$ cat src/design/pmp_macros.svh
`ifndef PMP_MACROS_SVH
`define PMP_MACROS_SVH

// Region count and the index width that addresses one region
`define PMP_REGIONS 8
`define PMP_IDX_W 3

// Four cfg bytes are packed into each pmpcfg word
`define PMP_CFG_WORDS (`PMP_REGIONS / 4)

// CSR map as seen on the APB side
`define PMP_CSR_AW 12
`define PMP_CFG_BASE 12'h3A0
`define PMP_ADDR_BASE 12'h3B0

// RV32 register and access address width
`define PMP_XLEN 32

`endif

$ cat src/design/pmp_pkg.sv
package pmp_pkg;

  // Address matching mode, encoded as the A field of a pmpcfg byte
  typedef enum logic [1:0] {
    off   = 2'd0,
    tor   = 2'd1,
    na4   = 2'd2,
    napot = 2'd3
  } pmp_match_t;

  // One pmpcfg byte, most significant field first
  typedef struct packed {
    logic       lock;
    logic [1:0] rsvd;  // Always stored as zero
    pmp_match_t match;
    logic       x;
    logic       w;
    logic       r;
  } pmp_cfg_t;

  typedef enum logic {
    user    = 1'b0,
    machine = 1'b1
  } priv_t;

  typedef enum logic [1:0] {
    exec  = 2'd0,
    read  = 2'd1,
    write = 2'd2
  } access_t;

endpackage

$ cat src/design/pmp_apb_csr.sv
`timescale 1ns/100ps
`include "pmp_macros.svh"

module pmp_apb_csr (
  input  logic                     clock,
  input  logic                     reset,
  input  logic                     psel,
  input  logic                     penable,
  input  logic                     pwrite,
  input  logic [`PMP_CSR_AW-1:0]   paddr,
  input  logic [`PMP_XLEN-1:0]     pwdata,
  output logic [`PMP_XLEN-1:0]     prdata,
  output logic                     pready,
  output logic                     pslverr,
  output logic                     cfg_wr_en,
  output logic                     cfg_wr_word,
  output logic                     addr_wr_en,
  output logic [`PMP_IDX_W-1:0]    addr_wr_idx,
  output logic [`PMP_XLEN-1:0]     wr_data,
  output logic                     rd_sel_cfg,
  output logic [`PMP_IDX_W-1:0]    rd_idx,
  input  logic [`PMP_XLEN-1:0]     rd_data
);

  logic                   setup_phase;
  logic                   access_phase;
  logic [`PMP_CSR_AW-1:0] cfg_off;
  logic [`PMP_CSR_AW-1:0] addr_off;
  logic                   cfg_hit;
  logic                   addr_hit;
  logic                   mapped;

  assign setup_phase  = psel & ~penable;
  assign access_phase = psel & penable;

  // Offsets wrap below the base, so one unsigned compare covers both ends
  assign cfg_off  = paddr - `PMP_CFG_BASE;
  assign addr_off = paddr - `PMP_ADDR_BASE;
  assign cfg_hit  = cfg_off < `PMP_CSR_AW'(`PMP_CFG_WORDS);
  assign addr_hit = addr_off < `PMP_CSR_AW'(`PMP_REGIONS);
  assign mapped   = cfg_hit | addr_hit;

  // Write strobes only pulse in the access phase of a mapped write
  assign cfg_wr_en   = access_phase & pwrite & cfg_hit;
  assign cfg_wr_word = cfg_off[0];
  assign addr_wr_en  = access_phase & pwrite & addr_hit;
  assign addr_wr_idx = addr_off[`PMP_IDX_W-1:0];
  assign wr_data     = pwdata;

  // For a cfg read only the word number matters
  assign rd_sel_cfg = cfg_hit;
  assign rd_idx     = cfg_hit ? `PMP_IDX_W'(cfg_off[0]) : addr_off[`PMP_IDX_W-1:0];

  assign prdata = (access_phase && !pwrite && mapped) ? rd_data : '0;

  // The address is stable from setup to access, so the response is decided one cycle early
  always_ff @(posedge clock) begin
    if (!reset) begin
      pready  <= 1'b0;
      pslverr <= 1'b0;
    end else begin
      pready  <= setup_phase;
      pslverr <= setup_phase & ~mapped;
    end
  end

endmodule

$ cat src/design/pmp_checker.sv
`timescale 1ns/100ps
`include "pmp_macros.svh"

module pmp_checker
  import pmp_pkg::*;
(
  input  logic                   clock,
  input  logic                   reset,
  input  logic                   chk_valid,
  input  logic [`PMP_XLEN-1:0]   chk_addr,
  input  priv_t                  chk_priv,
  input  access_t                chk_kind,
  input  pmp_cfg_t               cfg_q [0:`PMP_REGIONS-1],
  input  logic [`PMP_XLEN-1:0]   addr_q [0:`PMP_REGIONS-1],
  output logic                   rsp_valid,
  output logic                   rsp_fault
);

  logic [`PMP_XLEN-1:0]    word_addr;
  logic [`PMP_REGIONS-1:0] region_match;
  logic [`PMP_REGIONS-1:0] region_allow;
  logic                    allow;

  // pmpaddr holds bits 33:2 of the range, so compare in word units
  assign word_addr = {2'b00, chk_addr[`PMP_XLEN-1:2]};

  for (genvar i = 0; i < `PMP_REGIONS; i++) begin : g_region
    logic [`PMP_XLEN-1:0] lower;
    logic [`PMP_XLEN-1:0] napot_mask;
    logic                 match_here;
    logic                 perm;

    if (i == 0) begin : g_first
      assign lower = '0;
    end else begin : g_next
      assign lower = addr_q[i-1];
    end

    // Trailing ones plus the first zero give the don't-care bits of a NAPOT range
    assign napot_mask = addr_q[i] ^ (addr_q[i] + 1'b1);

    always_comb begin
      case (cfg_q[i].match)
        tor:     match_here = (word_addr >= lower) && (word_addr < addr_q[i]);
        na4:     match_here = (word_addr == addr_q[i]);
        napot:   match_here = ((word_addr ^ addr_q[i]) & ~napot_mask) == '0;
        default: match_here = 1'b0;
      endcase
    end

    always_comb begin
      case (chk_kind)
        exec:    perm = cfg_q[i].x;
        read:    perm = cfg_q[i].r;
        write:   perm = cfg_q[i].w;
        default: perm = 1'b0;
      endcase
    end

    assign region_match[i] = match_here;
    // Machine mode bypasses an unlocked region
    assign region_allow[i] = perm | ((chk_priv == machine) & ~cfg_q[i].lock);
  end

  // Walking downward leaves the lowest matching region in charge
  always_comb begin
    allow = (chk_priv == machine);  // No match at all
    for (int i = `PMP_REGIONS - 1; i >= 0; i--) begin
      if (region_match[i]) begin
        allow = region_allow[i];
      end
    end
  end

  always_ff @(posedge clock) begin
    if (!reset) begin
      rsp_valid <= 1'b0;
      rsp_fault <= 1'b0;
    end else begin
      rsp_valid <= chk_valid;
      rsp_fault <= chk_valid & ~allow;
    end
  end

endmodule

$ cat src/design/pmp_region_file.sv
`timescale 1ns/100ps
`include "pmp_macros.svh"

module pmp_region_file
  import pmp_pkg::*;
(
  input  logic                   clock,
  input  logic                   reset,
  input  logic                   cfg_wr_en,
  input  logic                   cfg_wr_word,
  input  logic                   addr_wr_en,
  input  logic [`PMP_IDX_W-1:0]  addr_wr_idx,
  input  logic [`PMP_XLEN-1:0]   wr_data,
  input  logic                   rd_sel_cfg,
  input  logic [`PMP_IDX_W-1:0]  rd_idx,
  output logic [`PMP_XLEN-1:0]   rd_data,
  output pmp_cfg_t               cfg_q [0:`PMP_REGIONS-1],
  output logic [`PMP_XLEN-1:0]   addr_q [0:`PMP_REGIONS-1]
);

  logic [`PMP_REGIONS-1:0] addr_locked;

  function automatic pmp_cfg_t cfg_from_byte(input logic [7:0] b);
    pmp_cfg_t cfg_byte;
    cfg_byte      = pmp_cfg_t'(b);
    cfg_byte.rsvd = 2'b00;
    return cfg_byte;
  endfunction

  // An addr register is frozen by its own lock or by a locked TOR region above it
  for (genvar i = 0; i < `PMP_REGIONS; i++) begin : g_addr_lock
    if (i == `PMP_REGIONS - 1) begin : g_last
      assign addr_locked[i] = cfg_q[i].lock;
    end else begin : g_inner
      assign addr_locked[i] = cfg_q[i].lock |
                              (cfg_q[i+1].lock & (cfg_q[i+1].match == tor));
    end
  end

  always_ff @(posedge clock) begin
    if (!reset) begin
      for (int i = 0; i < `PMP_REGIONS; i++) begin
        cfg_q[i]  <= '0;
        addr_q[i] <= '0;
      end
    end else begin
      // Each byte of a cfg word write is kept or dropped on its own lock bit
      for (int i = 0; i < `PMP_REGIONS; i++) begin
        if (cfg_wr_en && (i / 4 == int'(cfg_wr_word)) && !cfg_q[i].lock) begin
          cfg_q[i] <= cfg_from_byte(wr_data[8*(i%4) +: 8]);
        end
      end
      if (addr_wr_en && !addr_locked[addr_wr_idx]) begin
        addr_q[addr_wr_idx] <= wr_data;  // Locked targets ignore the write quietly
      end
    end
  end

  always_comb begin
    rd_data = '0;
    if (rd_sel_cfg) begin
      for (int b = 0; b < 4; b++) begin
        rd_data[8*b +: 8] = cfg_q[4*int'(rd_idx[0]) + b];
      end
    end else begin
      rd_data = addr_q[rd_idx];
    end
  end

endmodule

$ cat src/design/pmp_top.sv
`timescale 1ns/100ps
`include "pmp_macros.svh"

module pmp_top
  import pmp_pkg::*;
(
  input  logic                     clock,
  input  logic                     reset,
  input  logic                     psel,
  input  logic                     penable,
  input  logic                     pwrite,
  input  logic [`PMP_CSR_AW-1:0]   paddr,
  input  logic [`PMP_XLEN-1:0]     pwdata,
  output logic [`PMP_XLEN-1:0]     prdata,
  output logic                     pready,
  output logic                     pslverr,
  input  logic                     chk_valid,
  input  logic [`PMP_XLEN-1:0]     chk_addr,
  input  priv_t                    chk_priv,
  input  access_t                  chk_kind,
  output logic                     rsp_valid,
  output logic                     rsp_fault
);

  logic                  cfg_wr_en;
  logic                  cfg_wr_word;
  logic                  addr_wr_en;
  logic [`PMP_IDX_W-1:0] addr_wr_idx;
  logic [`PMP_XLEN-1:0]  wr_data;
  logic                  rd_sel_cfg;
  logic [`PMP_IDX_W-1:0] rd_idx;
  logic [`PMP_XLEN-1:0]  rd_data;
  pmp_cfg_t              cfg_q [0:`PMP_REGIONS-1];
  logic [`PMP_XLEN-1:0]  addr_q [0:`PMP_REGIONS-1];

  pmp_apb_csr i_apb_csr (
    .clock       (clock),
    .reset       (reset),
    .psel        (psel),
    .penable     (penable),
    .pwrite      (pwrite),
    .paddr       (paddr),
    .pwdata      (pwdata),
    .prdata      (prdata),
    .pready      (pready),
    .pslverr     (pslverr),
    .cfg_wr_en   (cfg_wr_en),
    .cfg_wr_word (cfg_wr_word),
    .addr_wr_en  (addr_wr_en),
    .addr_wr_idx (addr_wr_idx),
    .wr_data     (wr_data),
    .rd_sel_cfg  (rd_sel_cfg),
    .rd_idx      (rd_idx),
    .rd_data     (rd_data)
  );

  pmp_region_file i_region_file (
    .clock       (clock),
    .reset       (reset),
    .cfg_wr_en   (cfg_wr_en),
    .cfg_wr_word (cfg_wr_word),
    .addr_wr_en  (addr_wr_en),
    .addr_wr_idx (addr_wr_idx),
    .wr_data     (wr_data),
    .rd_sel_cfg  (rd_sel_cfg),
    .rd_idx      (rd_idx),
    .rd_data     (rd_data),
    .cfg_q       (cfg_q),
    .addr_q      (addr_q)
  );

  pmp_checker i_checker (
    .clock     (clock),
    .reset     (reset),
    .chk_valid (chk_valid),
    .chk_addr  (chk_addr),
    .chk_priv  (chk_priv),
    .chk_kind  (chk_kind),
    .cfg_q     (cfg_q),
    .addr_q    (addr_q),
    .rsp_valid (rsp_valid),
    .rsp_fault (rsp_fault)
  );

endmodule

$ cat config.mk
export PLATFORM = sky130hd
export DESIGN_NAME = pmp_top
export DESIGN_NICKNAME = d
export VERILOG_FILES = /design/src/design/pmp_pkg.sv /design/src/design/pmp_apb_csr.sv /design/src/design/pmp_checker.sv /design/src/design/pmp_region_file.sv /design/src/design/pmp_top.sv
export VERILOG_INCLUDE_DIRS = /design/src /design/src/design
export SDC_FILE = /design/constraint.sdc
export NUM_CORES = 1
export LEC_CHECK = 0
export BUFFER_PORTS_ARGS = -buffer_cell sky130_fd_sc_hd__buf_2
export CORE_ASPECT_RATIO = 1.75
export CORE_UTILIZATION = 35
export DETAILED_ROUTE_END_ITERATION = 6
export MAX_ROUTING_LAYER = met4
export SYNTH_ARGS = -nofsm -noshare
export SYNTH_HDL_FRONTEND = slang
export SYNTH_SLANG_ARGS = --single-unit
$ cat constraint.sdc
create_clock -name clock -period 4.2 [get_ports clock]
set_input_delay 0.42 -clock clock [delete_from_list [all_inputs] [get_ports clock]]
set_output_delay 0.42 -clock clock [all_outputs]
set_load 0.01 [all_outputs]
==> results.cfg, run 1 <==
[status]
status = finished with violations
violations = slew limit

[global_route]
grt_use_total_pct = 35.1
grt_max_degree = 245
grt_pass1_vias = 24700
antenna_found_initial = 5
grt_pass1_wl_um = 173000
gr-total-overflow = 0

[cts]
cts-root-buf = clkbuf_16
cts_hold_buf = 0
insertion_delay_ps = 570
clk_pin_slew_worst_paths_ps = 70
post_cts_resized = 0
cts_tree = done
numCtsBuffers = 34
post_cts_buffers = 0
cts_sinks = 308
htree_levels = 2
cts_buffer_depth = 3

[worst_setup_path]
crit_chain = inv_1 > ha_1 > a21oi_1 > or4_1 > a2111oi_1 > o2111ai_1 > buf_4 > or4_1 > o31a_1 > o311a_1 > o2111ai_1 > nand2_1
cp_max_fo = 4
crit_slowest_cell = or4_1
r2r.worst_path.cells = 12
r2r_setup_slack_ps = 360
r2r_start = i_region_file.addr_q[26]$_SDFFE_PN0P_
critPathRequiredTime_ps = 4640
r2r-end = i_checker.rsp_fault$_SDFF_PN0_
path_class = reg2reg
startpoint_type = flop
cp.arrival_ps = 4280
cp_slowest_stage_delay_ps = 600
cp-end-kind = flop

[die]
placementRows = 127
initial_core_util_pct = 35.6
dieArea_mm2 = 0.0710
die_w_um = 202
num_io_pins = 121
die_y_um = 352
core_area_mm2 = 0.0688

[detailed_routing]
post_drt_wl_per_cell_um = 30.2
viasPerCell = 6.08
vias = 24600
drc = 0
drt_wl_total_um = 123000
drt_iter0_drc = 2130
drt_first_pass_iters = 5
antenna_left = 0

[run]
drv_cap = 0

[placement]
finalWeightedCongestion = 1.09
port_buffers = 118
dp_worst_setup_slack_ps = 226
dp_hpwl_um = 97200

[logic_synthesis]
synthMuxAreaShare_pct = 13.6
synth_adder_area_share_pct = 12.8
synth_top_family_by_area = simple AND/OR/NAND/NOR gates
synthesis.area_mm2 = 0.0245
synth_compound_area_share_pct = 19.6
synth.distinct_cells = 85
synthArstFlopShare_pct = 0
syn_nets = 3330
ys.flop_type = dfxtp_1
yosys.area_share.simple_pct = 22.1
yosys_warnings = 0
synth_seq_cells = 308
synth_xor_area_share_pct = 0.0358
synthCells = 2995
yosysSeqAreaShare_pct = 25.2
synth_area_per_cell_um2 = 8.17
synth_edf_count = 0

[sta]
hold_viol_final = 0
period_needed_ps = 3840
maxSlewViolCount = 17
fmax_ghz = 0.260
fin_setup_tns_ps = 0
finalSetupViolCount = 0
maxSlewHeadroom_pct = -0.682
finalWorstSetupSlack_ps = 358
tightest_slew_ps = 1510
period_share_pct = 91.5
rsz0062_at_grt = false
finClkSkew_ps = 17.3
whs_ps = 172

[hold_path]
hold_end = i_apb_csr.pready$_SDFF_PN0_
hp-start = psel
hp-class = in2reg
holdPathStages = 2

[final_layout]
area_delta_synth_final_pct = 14.0
final_net_count = 3457
final_common_cell = nand2_1
mostFrequentLayoutCells = nand2_1 (393), dfxtp_1 (308), inv_1 (272)
drive_above_1_share_pct = 12.4

[power]
power_density_mw_per_mm2 = 264
leakage_nw = 9.94
ir_drop_mv = 0.223
power.total_mw = 7.37
## per-layer routing
layer / up-vias / wire length (um) / share of wire (%) / GRT usage (%)
li1: 11200 / - / - / -
met3: 471 / 6310 / 5.1 / 3.96
met1: 12000 / 41700 / 34 / 34.0
met2: 1027 / 61700 / 50 / 62.0
met5: - / 0 / 0 / -
met4: 0 / 13000 / 11 / 30.9
## worst max-delay path: cells and delay by family (launching register included)
kind | cells | cell delay (ps)
compound gates | 6 | 1760
fa+ha+maj | 1 | 290
buf+inv | 2 | 250
flops | 1 | 370
simple gates | 3 | 1060
## metrics by stage
step                      instances  cell area, um^2  utilization, %
after floorplan                2995            24500               -
after global placement         3989            26600            38.7
after detailed placement       3989            26600            38.7
after CTS                      4050            27900            40.5
after global routing           4052            27900            40.5
final                          4054            27900            40.5
## report_power, final
part	total (mW)	switching (mW)	internal, mW
logic	0.976	0.634	0.342
registers	2.92	0.000577	2.92
clock network	3.48	1.42	2.05
total	7.37	2.06	5.32
## sequential cells by signal, indices dropped and copies added (netlist names)
| name | count |
|---|---|
| i_region_file.addr_q | 256 |
| i_checker.rsp_valid | 1 |
| i_checker.rsp_fault | 1 |
| i_apb_csr.pslverr | 1 |
| i_apb_csr.pready | 1 |
| i_region_file.cfg_q | 48 |
## Yosys cell counts, types with 10 or more instances
library cell	number	share of area [%]
a31oi_1	36	0.92
o31ai_1	11	0.34
nand2_1	393	6.0
inv_1	272	4.2
mux2i_1	184	7.5
a211oi_1	61	1.9
and4_1	20	0.72
nor2_1	99	1.5
o211a_1	10	0.41
a2111oi_0	11	0.39
and3_1	24	0.61
and2_1	10	0.26
o211ai_1	19	0.58
a21boi_0	152	4.7
nand3_1	70	1.4
ha_1	250	13
nor4_1	44	1.1
or3_1	10	0.26
nor3_1	48	0.98
a21o_1	18	0.55
buf_2	12	0.25
dfxtp_1	308	25
a32oi_1	11	0.39
mux4_2	61	5.6
nor2b_1	191	4.9
o21ai_0	81	1.7
a22oi_1	16	0.49
a21oi_1	181	3.7
nand4_1	84	2.1
clkbuf_1	131	2.0
a41oi_1	12	0.43
## worst max-delay path by stage
stage | end | slack, ps | startpoint
2_1_floorplan | i_checker.rsp_fault$_SDFF_PN0_ | 1100 | i_region_file.addr_q[2]$_SDFFE_PN0P_
6_report | i_checker.rsp_fault$_SDFF_PN0_ | 360 | i_region_file.addr_q[26]$_SDFFE_PN0P_
5_1_grt | i_checker.rsp_fault$_SDFF_PN0_ | 190 | i_region_file.addr_q[26]$_SDFFE_PN0P_
4_1_cts | i_checker.rsp_fault$_SDFF_PN0_ | 390 | i_region_file.addr_q[26]$_SDFFE_PN0P_
3_5_place_dp | i_checker.rsp_fault$_SDFF_PN0_ | 230 | chk_addr[28]
3_3_place_gp | i_checker.rsp_fault$_SDFF_PN0_ | 210 | chk_addr[28]
## area by class of cell
type / instances / area [um^2]
sequential: 308 / 6170
inverter: 272 / 1020
fill: 7105 / 40900
antenna: 4 / 10.0
tap: 903 / 1130
clock inverter: 16 / 249
timing repair buffer: 241 / 1600
clock buffer: 45 / 996
multi-input combinational: 2265 / 16700
## cell families after synthesis
group | after synthesis
AO/OA/AOI/OAI | 709
AND/OR/NAND/NOR | 1053
flip-flops | 308
XOR/XNOR | 1
buffers and inverters | 422
multiplexers | 252
adder cells (fa/ha/maj) | 250
Power figures use the tool's default switching activity.
==> inputs of run 2 (changes only) <==
--- a/config.mk
+++ b/config.mk
@@ -8,6 +8,7 @@
 export LEC_CHECK = 0
 export BUFFER_PORTS_ARGS = -buffer_cell sky130_fd_sc_hd__buf_2
 export CORE_ASPECT_RATIO = 1.75
+export CORE_MARGIN = 2
 export CORE_UTILIZATION = 35
 export DETAILED_ROUTE_END_ITERATION = 6
 export MAX_ROUTING_LAYER = met4
==> run 2 against run 1 <==
The run now ends clean. Setup slack got worse by 21 ps. Via count barely moved. Combinational power fell by 1%. Power fell by 4.5%. Critical path depth did not move. Fmax fell by 0.54%. Count of clock-buffer cells in the layout fell by 7. Sequential share of layout area rose by 0.19 points. Non-clock buffer count fell by 15. Routed wire length fell by 0.95%. Cell area fell by 0.84%. Cell count fell by 0.25%.
==> results.cfg, run 2 (synthesis results as in run 1) <==
[detailed_routing]
drt_iter0_drc = 1729
drt_first_pass_iters = 5
drc = 0
post_drt_wl_per_cell_um = 30.0
antenna_left = 0
viasPerCell = 6.10
drt_wl_total_um = 121000
vias = 24700

[sta]
rsz0062_at_grt = false
period_share_pct = 92.0
finalWorstSetupSlack_ps = 337
maxSlewViolCount = 0
maxSlewHeadroom_pct = 31.3
finClkSkew_ps = 23.4
fin_setup_tns_ps = 0
finalSetupViolCount = 0
fmax_ghz = 0.259
hold_viol_final = 0
period_needed_ps = 3860
tightest_slew_ps = 1030

[cts]
cts_sinks = 308
cts_hold_buf = 0
cts_tree = done
insertion_delay_ps = 650
post_cts_resized = 0
clk_pin_slew_worst_paths_ps = 70
cts_buffer_depth = 3
numCtsBuffers = 31
htree_levels = 1
post_cts_buffers = 0
cts-root-buf = clkbuf_16

[placement]
finalWeightedCongestion = 1.09
dp_hpwl_um = 96500
port_buffers = 118
dp_worst_setup_slack_ps = 197

[worst_setup_path]
critPathRequiredTime_ps = 4730
path_delay_family = compound AO/OA/AOI/OAI gates
crit_chain = inv_1 > ha_1 > a21oi_1 > or4_1 > a2111oi_1 > o2111ai_1 > buf_4 > or4_1 > o31a_1 > o311a_1 > o2111ai_1 > nand2_1
crit_cells = 12
path_class = reg2reg
cp_max_fo = 4
cp_slowest_stage_delay_ps = 610
startpoint_type = flop
r2r-end = i_checker.rsp_fault$_SDFF_PN0_
r2r_start = i_region_file.addr_q[26]$_SDFFE_PN0P_
crit_end = i_checker.rsp_fault$_SDFF_PN0_
timing.critical_path.buf_inv = 2
r2r.worst_path.cells = 12
cp-end-kind = flop
r2r_setup_slack_ps = 340
cp.arrival_ps = 4390
crit_slowest_cell = or4_1
crit_start = i_region_file.addr_q[26]$_SDFFE_PN0P_

[final_layout]
final_net_count = 3439
area_delta_synth_final_pct = 13.1
largest-register = i_region_file.addr_q
drive_above_1_share_pct = 11.9
largest_reg_flops = 256
mostFrequentLayoutCells = nand2_1 (393), dfxtp_1 (308), inv_1 (272)
fillCellCount = 7269
top_regs = i_region_file.addr_q: 256 flops, i_region_file.cfg_q: 48 flops
final_common_cell = nand2_1

[hold_path]
hp-start = psel
hp-class = in2reg

[power]
swShare_pct = 29.0
p_seq_share_pct = 41.5
p_int_mw = 5.00
power.share.combinational_pct = 13.7
leakage_nw = 9.78
power_switching_mw = 2.04
clock_power_share_pct = 44.8
power_density_mw_per_mm2 = 254
ir_drop_mv = 0.235

[die]
num_io_pins = 121
die_w_um = 204
dieArea_mm2 = 0.0721
initial_core_util_pct = 35.3
placementRows = 128
die_y_um = 354
core_area_mm2 = 0.0693

[global_route]
antenna_found_initial = 4
gr-total-overflow = 0
grt_max_degree = 250
grt_use_total_pct = 34.1
grt_pass1_vias = 25000
grt_pass1_wl_um = 172000

[status]
status = finished, final reports clean

[run]
drv_cap = 0
==> run 2: stage by stage <==
| step | area (um^2) | hold slack, ps | utilization, % | power [mW] | cells |
|---|---|---|---|---|---|
| finish | 27700 | 96.8 | 39.9 | 7.04 | 4044 |
| global route | 27700 | 108 | 39.9 | 7.22 | 4043 |
| global placement | 26600 | 476 | 38.3 | 3.93 | 3981 |
| CTS | 27700 | 84.3 | 39.9 | 7.04 | 4039 |
| detailed placement | 26600 | 483 | 38.3 | 3.93 | 3981 |
| floorplan | 24500 | 453 | - | 3.52 | 2995 |
==> run 2: how the worst min path moves through the flow <==
stage | depth (start not counted) | endpoint
6_report | 2 | i_apb_csr.pready$_SDFF_PN0_
5_1_grt | 2 | i_apb_csr.pready$_SDFF_PN0_
4_1_cts | 2 | i_apb_csr.pready$_SDFF_PN0_
3_5_place_dp | 2 | i_region_file.addr_q[189]$_SDFFE_PN0P_
3_3_place_gp | 2 | i_region_file.addr_q[29]$_SDFFE_PN0P_
2_1_floorplan | 2 | i_region_file.addr_q[124]$_SDFFE_PN0P_
==> run 2: layout make-up <==
class / instances / area [um^2] / share of cell area (%)
sequential: 308 / 6170 / 22.3
clock buffer: 38 / 842 / 3.04
tap: 910 / 1140 / 4.12
multi-input combinational: 2265 / 16700 / 60.5
inverter: 272 / 1020 / 3.69
clock inverter: 20 / 256 / 0.927
antenna: 5 / 12.5 / 0.0452
timing repair buffer: 226 / 1500 / 5.44
==> run 2: power groups by stage <==
stage	Clock (mW)	Sequential, mW	Combinational [mW]
after CTS	3.17	2.92	0.944
after global placement	0	2.99	0.944
after floorplan	0	2.99	0.534
final	3.15	2.92	0.965
after global routing	3.28	2.92	1.02
after detailed placement	0	2.99	0.942
==> run 2: routing by layer <==
metal	part of all wire (%)	global-route usage (%)	up-vias
met5	0	-	-
met4	11	29.7	0
met3	4.9	4.11	504
met2	51	60.4	1004
met1	33	32.4	12000
li1	-	-	11200
==> inputs of run 3 (changes only) <==
--- a/config.mk
+++ b/config.mk
@@ -6,6 +6,7 @@
 export SDC_FILE = /design/constraint.sdc
 export NUM_CORES = 1
 export LEC_CHECK = 0
+export ABC_AREA = 1
 export BUFFER_PORTS_ARGS = -buffer_cell sky130_fd_sc_hd__buf_2
 export CORE_ASPECT_RATIO = 1.75
 export CORE_MARGIN = 2
==> run 3 against run 2 <==
Sequential cell count unchanged. Via count is 18% higher. Hold slack got worse by 57 ps. Sequential power barely moved.
==> results.cfg, run 3 <==
[final_layout]
largest-register = i_region_file.addr_q
top_regs = i_region_file.addr_q: 256 flops, i_region_file.cfg_q: 48 flops
largest_reg_flops = 256
utilization_pct = 39.0
area_delta_synth_final_pct = 10.8
final_common_cell = nand2_1
mostFrequentLayoutCells = nand2_1 (715), nor2_1 (542), inv_1 (527)
final_net_count = 4354
fillCellCount = 8168
final_cell_area_mm2 = 0.0287
drive_above_1_share_pct = 9.55

[logic_synthesis]
yosys_warnings = 0
synth_top_family_by_area = simple AND/OR/NAND/NOR gates
yosysSeqAreaShare_pct = 23.8
synth_xor_area_share_pct = 0.304
yosys.area.top_type = dfxtp_1
synth_adder_area_share_pct = 12.1
synth.top_cell.area_share_pct = 23.8
netlist_top_cells_count = nand2_1 (715), nor2_1 (542), inv_1 (528)
synthesis.area_mm2 = 0.0259
synth_edf_count = 0
synthArstFlopShare_pct = 0
synth.distinct_cells = 59
synth_seq_cells = 308
synth_compound_area_share_pct = 24.1
synthCells = 3963
synth_area_per_cell_um2 = 6.55
syn_nets = 4298
ys.flop_type = dfxtp_1
synthMuxAreaShare_pct = 0.347
synthTopCellsByArea = dfxtp_1 (24%), ha_1 (12%), nand2_1 (10%)
synth.most_common_cell = nand2_1
yosys.area_share.simple_pct = 28.7

[detailed_routing]
drc = 0
viasPerCell = 5.83
drt_first_pass_iters = 6
vias = 29100
post_drt_wl_per_cell_um = 27.8
drt_wl_total_um = 139000
drt_iter0_drc = 2349
antenna_left = 0

[cts]
clk_pin_slew_worst_paths_ps = 60
cts_sinks = 308
post_cts_resized = 0
cts_buffer_depth = 3
cts_tree = done
insertion_delay_ps = 600
numCtsBuffers = 35
post_cts_buffers = 0
cts_hold_buf = 0
htree_levels = 2
cts-root-buf = clkbuf_16

[status]
status = finished, final reports clean

[sta]
period_needed_ps = 4060
hold_viol_final = 0
maxSlewViolCount = 0
whs_ps = 39.6
finalSetupViolCount = 0
fin_setup_tns_ps = 0
period_share_pct = 96.8
fmax_ghz = 0.246
rsz0062_at_grt = false
tightest_slew_ps = 1430
maxSlewHeadroom_pct = 3.81
finClkSkew_ps = 19.8

[power]
power.total_mw = 7.52
leakage_nw = 11.5
ir_drop_mv = 0.216
power_density_mw_per_mm2 = 262

[global_route]
grt_pass1_wl_um = 194000
grt_max_degree = 107
grt_use_total_pct = 36.7
gr-total-overflow = 0
antenna_found_initial = 14
grt_pass1_vias = 28500

[worst_setup_path]
cp-end-kind = flop
crit_top_cell = nand2_1
r2r_start = i_region_file.addr_q[174]$_SDFFE_PN0P_
crit_slowest_cell = nor3_1
crit_chain = nand4_1 > nor3_1 > nor3b_1 > o21ai_0 > nor2_1 > nand2_1 > nor2_1 > nand3_1 > nand3_1 > a21oi_1 > nand2_1 > nand2_1 > a21oi_2
path_class = reg2reg
cp_max_fo = 4
crit_start = i_region_file.addr_q[174]$_SDFFE_PN0P_
cp.arrival_ps = 4600
startpoint_type = flop
critPathRequiredTime_ps = 4730
cp_slowest_stage_delay_ps = 1140

[die]
initial_core_util_pct = 35.2
core_area_mm2 = 0.0737
dieArea_mm2 = 0.0764
die_y_um = 364
num_io_pins = 121
placementRows = 132
die_w_um = 210

[hold_path]
hp-class = in2reg
hp-start = chk_valid

[placement]
dpl_cell_area_mm2 = 0.0275
dp_hpwl_um = 110000
port_buffers = 118
finalWeightedCongestion = 1.11

[run]
drv_cap = 0
==> run 3: cell count changes after synthesis, sizes merged, moves of 150 or more <==
cell    change
nand2     +331
o21ai     +194
nor2b     -191
inv       +274
a211oi    +169
a21boi    -150
nor2      +474
mux2i     -175
==> run 3: cells by family (layout without fill, tap and decap cells) <==
family	Yosys count	count (layout)
AOI/OAI and AO/OA	978	978
other	0	15
and+or+nand+nor	1703	1703
muxes	9	9
buffers and inverters	706	786
DFF	308	308
xor gates and xnor gates	9	9
adders and majority gates	250	250
==> run 3: worst max-delay path, delay by kind of cell (launching register included) <==
family | cells | cell delay, ps
DFF | 1 | 460
AOI/OAI and AO/OA | 3 | 340
and+or+nand+nor | 10 | 3200
==> run 3: power breakdown <==
| part | internal [mW] | switching, mW | leakage (nW) | total, mW |
|---|---|---|---|---|
| clock | 1.99 | 1.48 | 0.588 | 3.47 |
| sequential | 2.92 | 0.00121 | 2.48 | 2.92 |
| combinational | 0.325 | 0.798 | 8.42 | 1.12 |
| total | 5.24 | 2.28 | 11.5 | 7.52 |
==> run 3: cell type report <==
type	instances	area [um^2]	share of cell area (%)
multi-input combinational	2949	17000	59.1
sequential	308	6170	21.5
inverter	547	2070	7.20
tap	938	1170	4.08
timing repair buffer	178	1110	3.87
clock buffer	48	1010	3.50
clock inverter	13	199	0.692
antenna	15	37.5	0.131
==> run 3: final timing paths <==
check	slack (ps)	end	depth (start not counted)
min reg2reg	470	i_region_file.cfg_q[63]$_SDFFE_PN0P_	2
min	40	i_checker.rsp_valid$_SDFF_PN0_	3
max reg2reg	140	i_checker.rsp_fault$_SDFF_PN0_	13
max	140	i_checker.rsp_fault$_SDFF_PN0_	13
==> run 3: layer usage <==
metal	global-route usage (%)	share of wire, %	vias up	routed length (um)
met1	34.5	33	13600	46000
met5	-	0	-	0
met3	5.62	6.1	582	8480
met2	62.7	49	1287	67300
met4	37.2	12	0	16900
li1	-	-	13600	-
==> run 3: through the flow <==
stage,std cells,setup slack [ps]
2_1_floorplan,3963,1710
3_3_place_gp,4920,455
3_5_place_dp,4920,456
4_1_cts,4981,428
5_1_grt,4996,164
6_report,4996,136
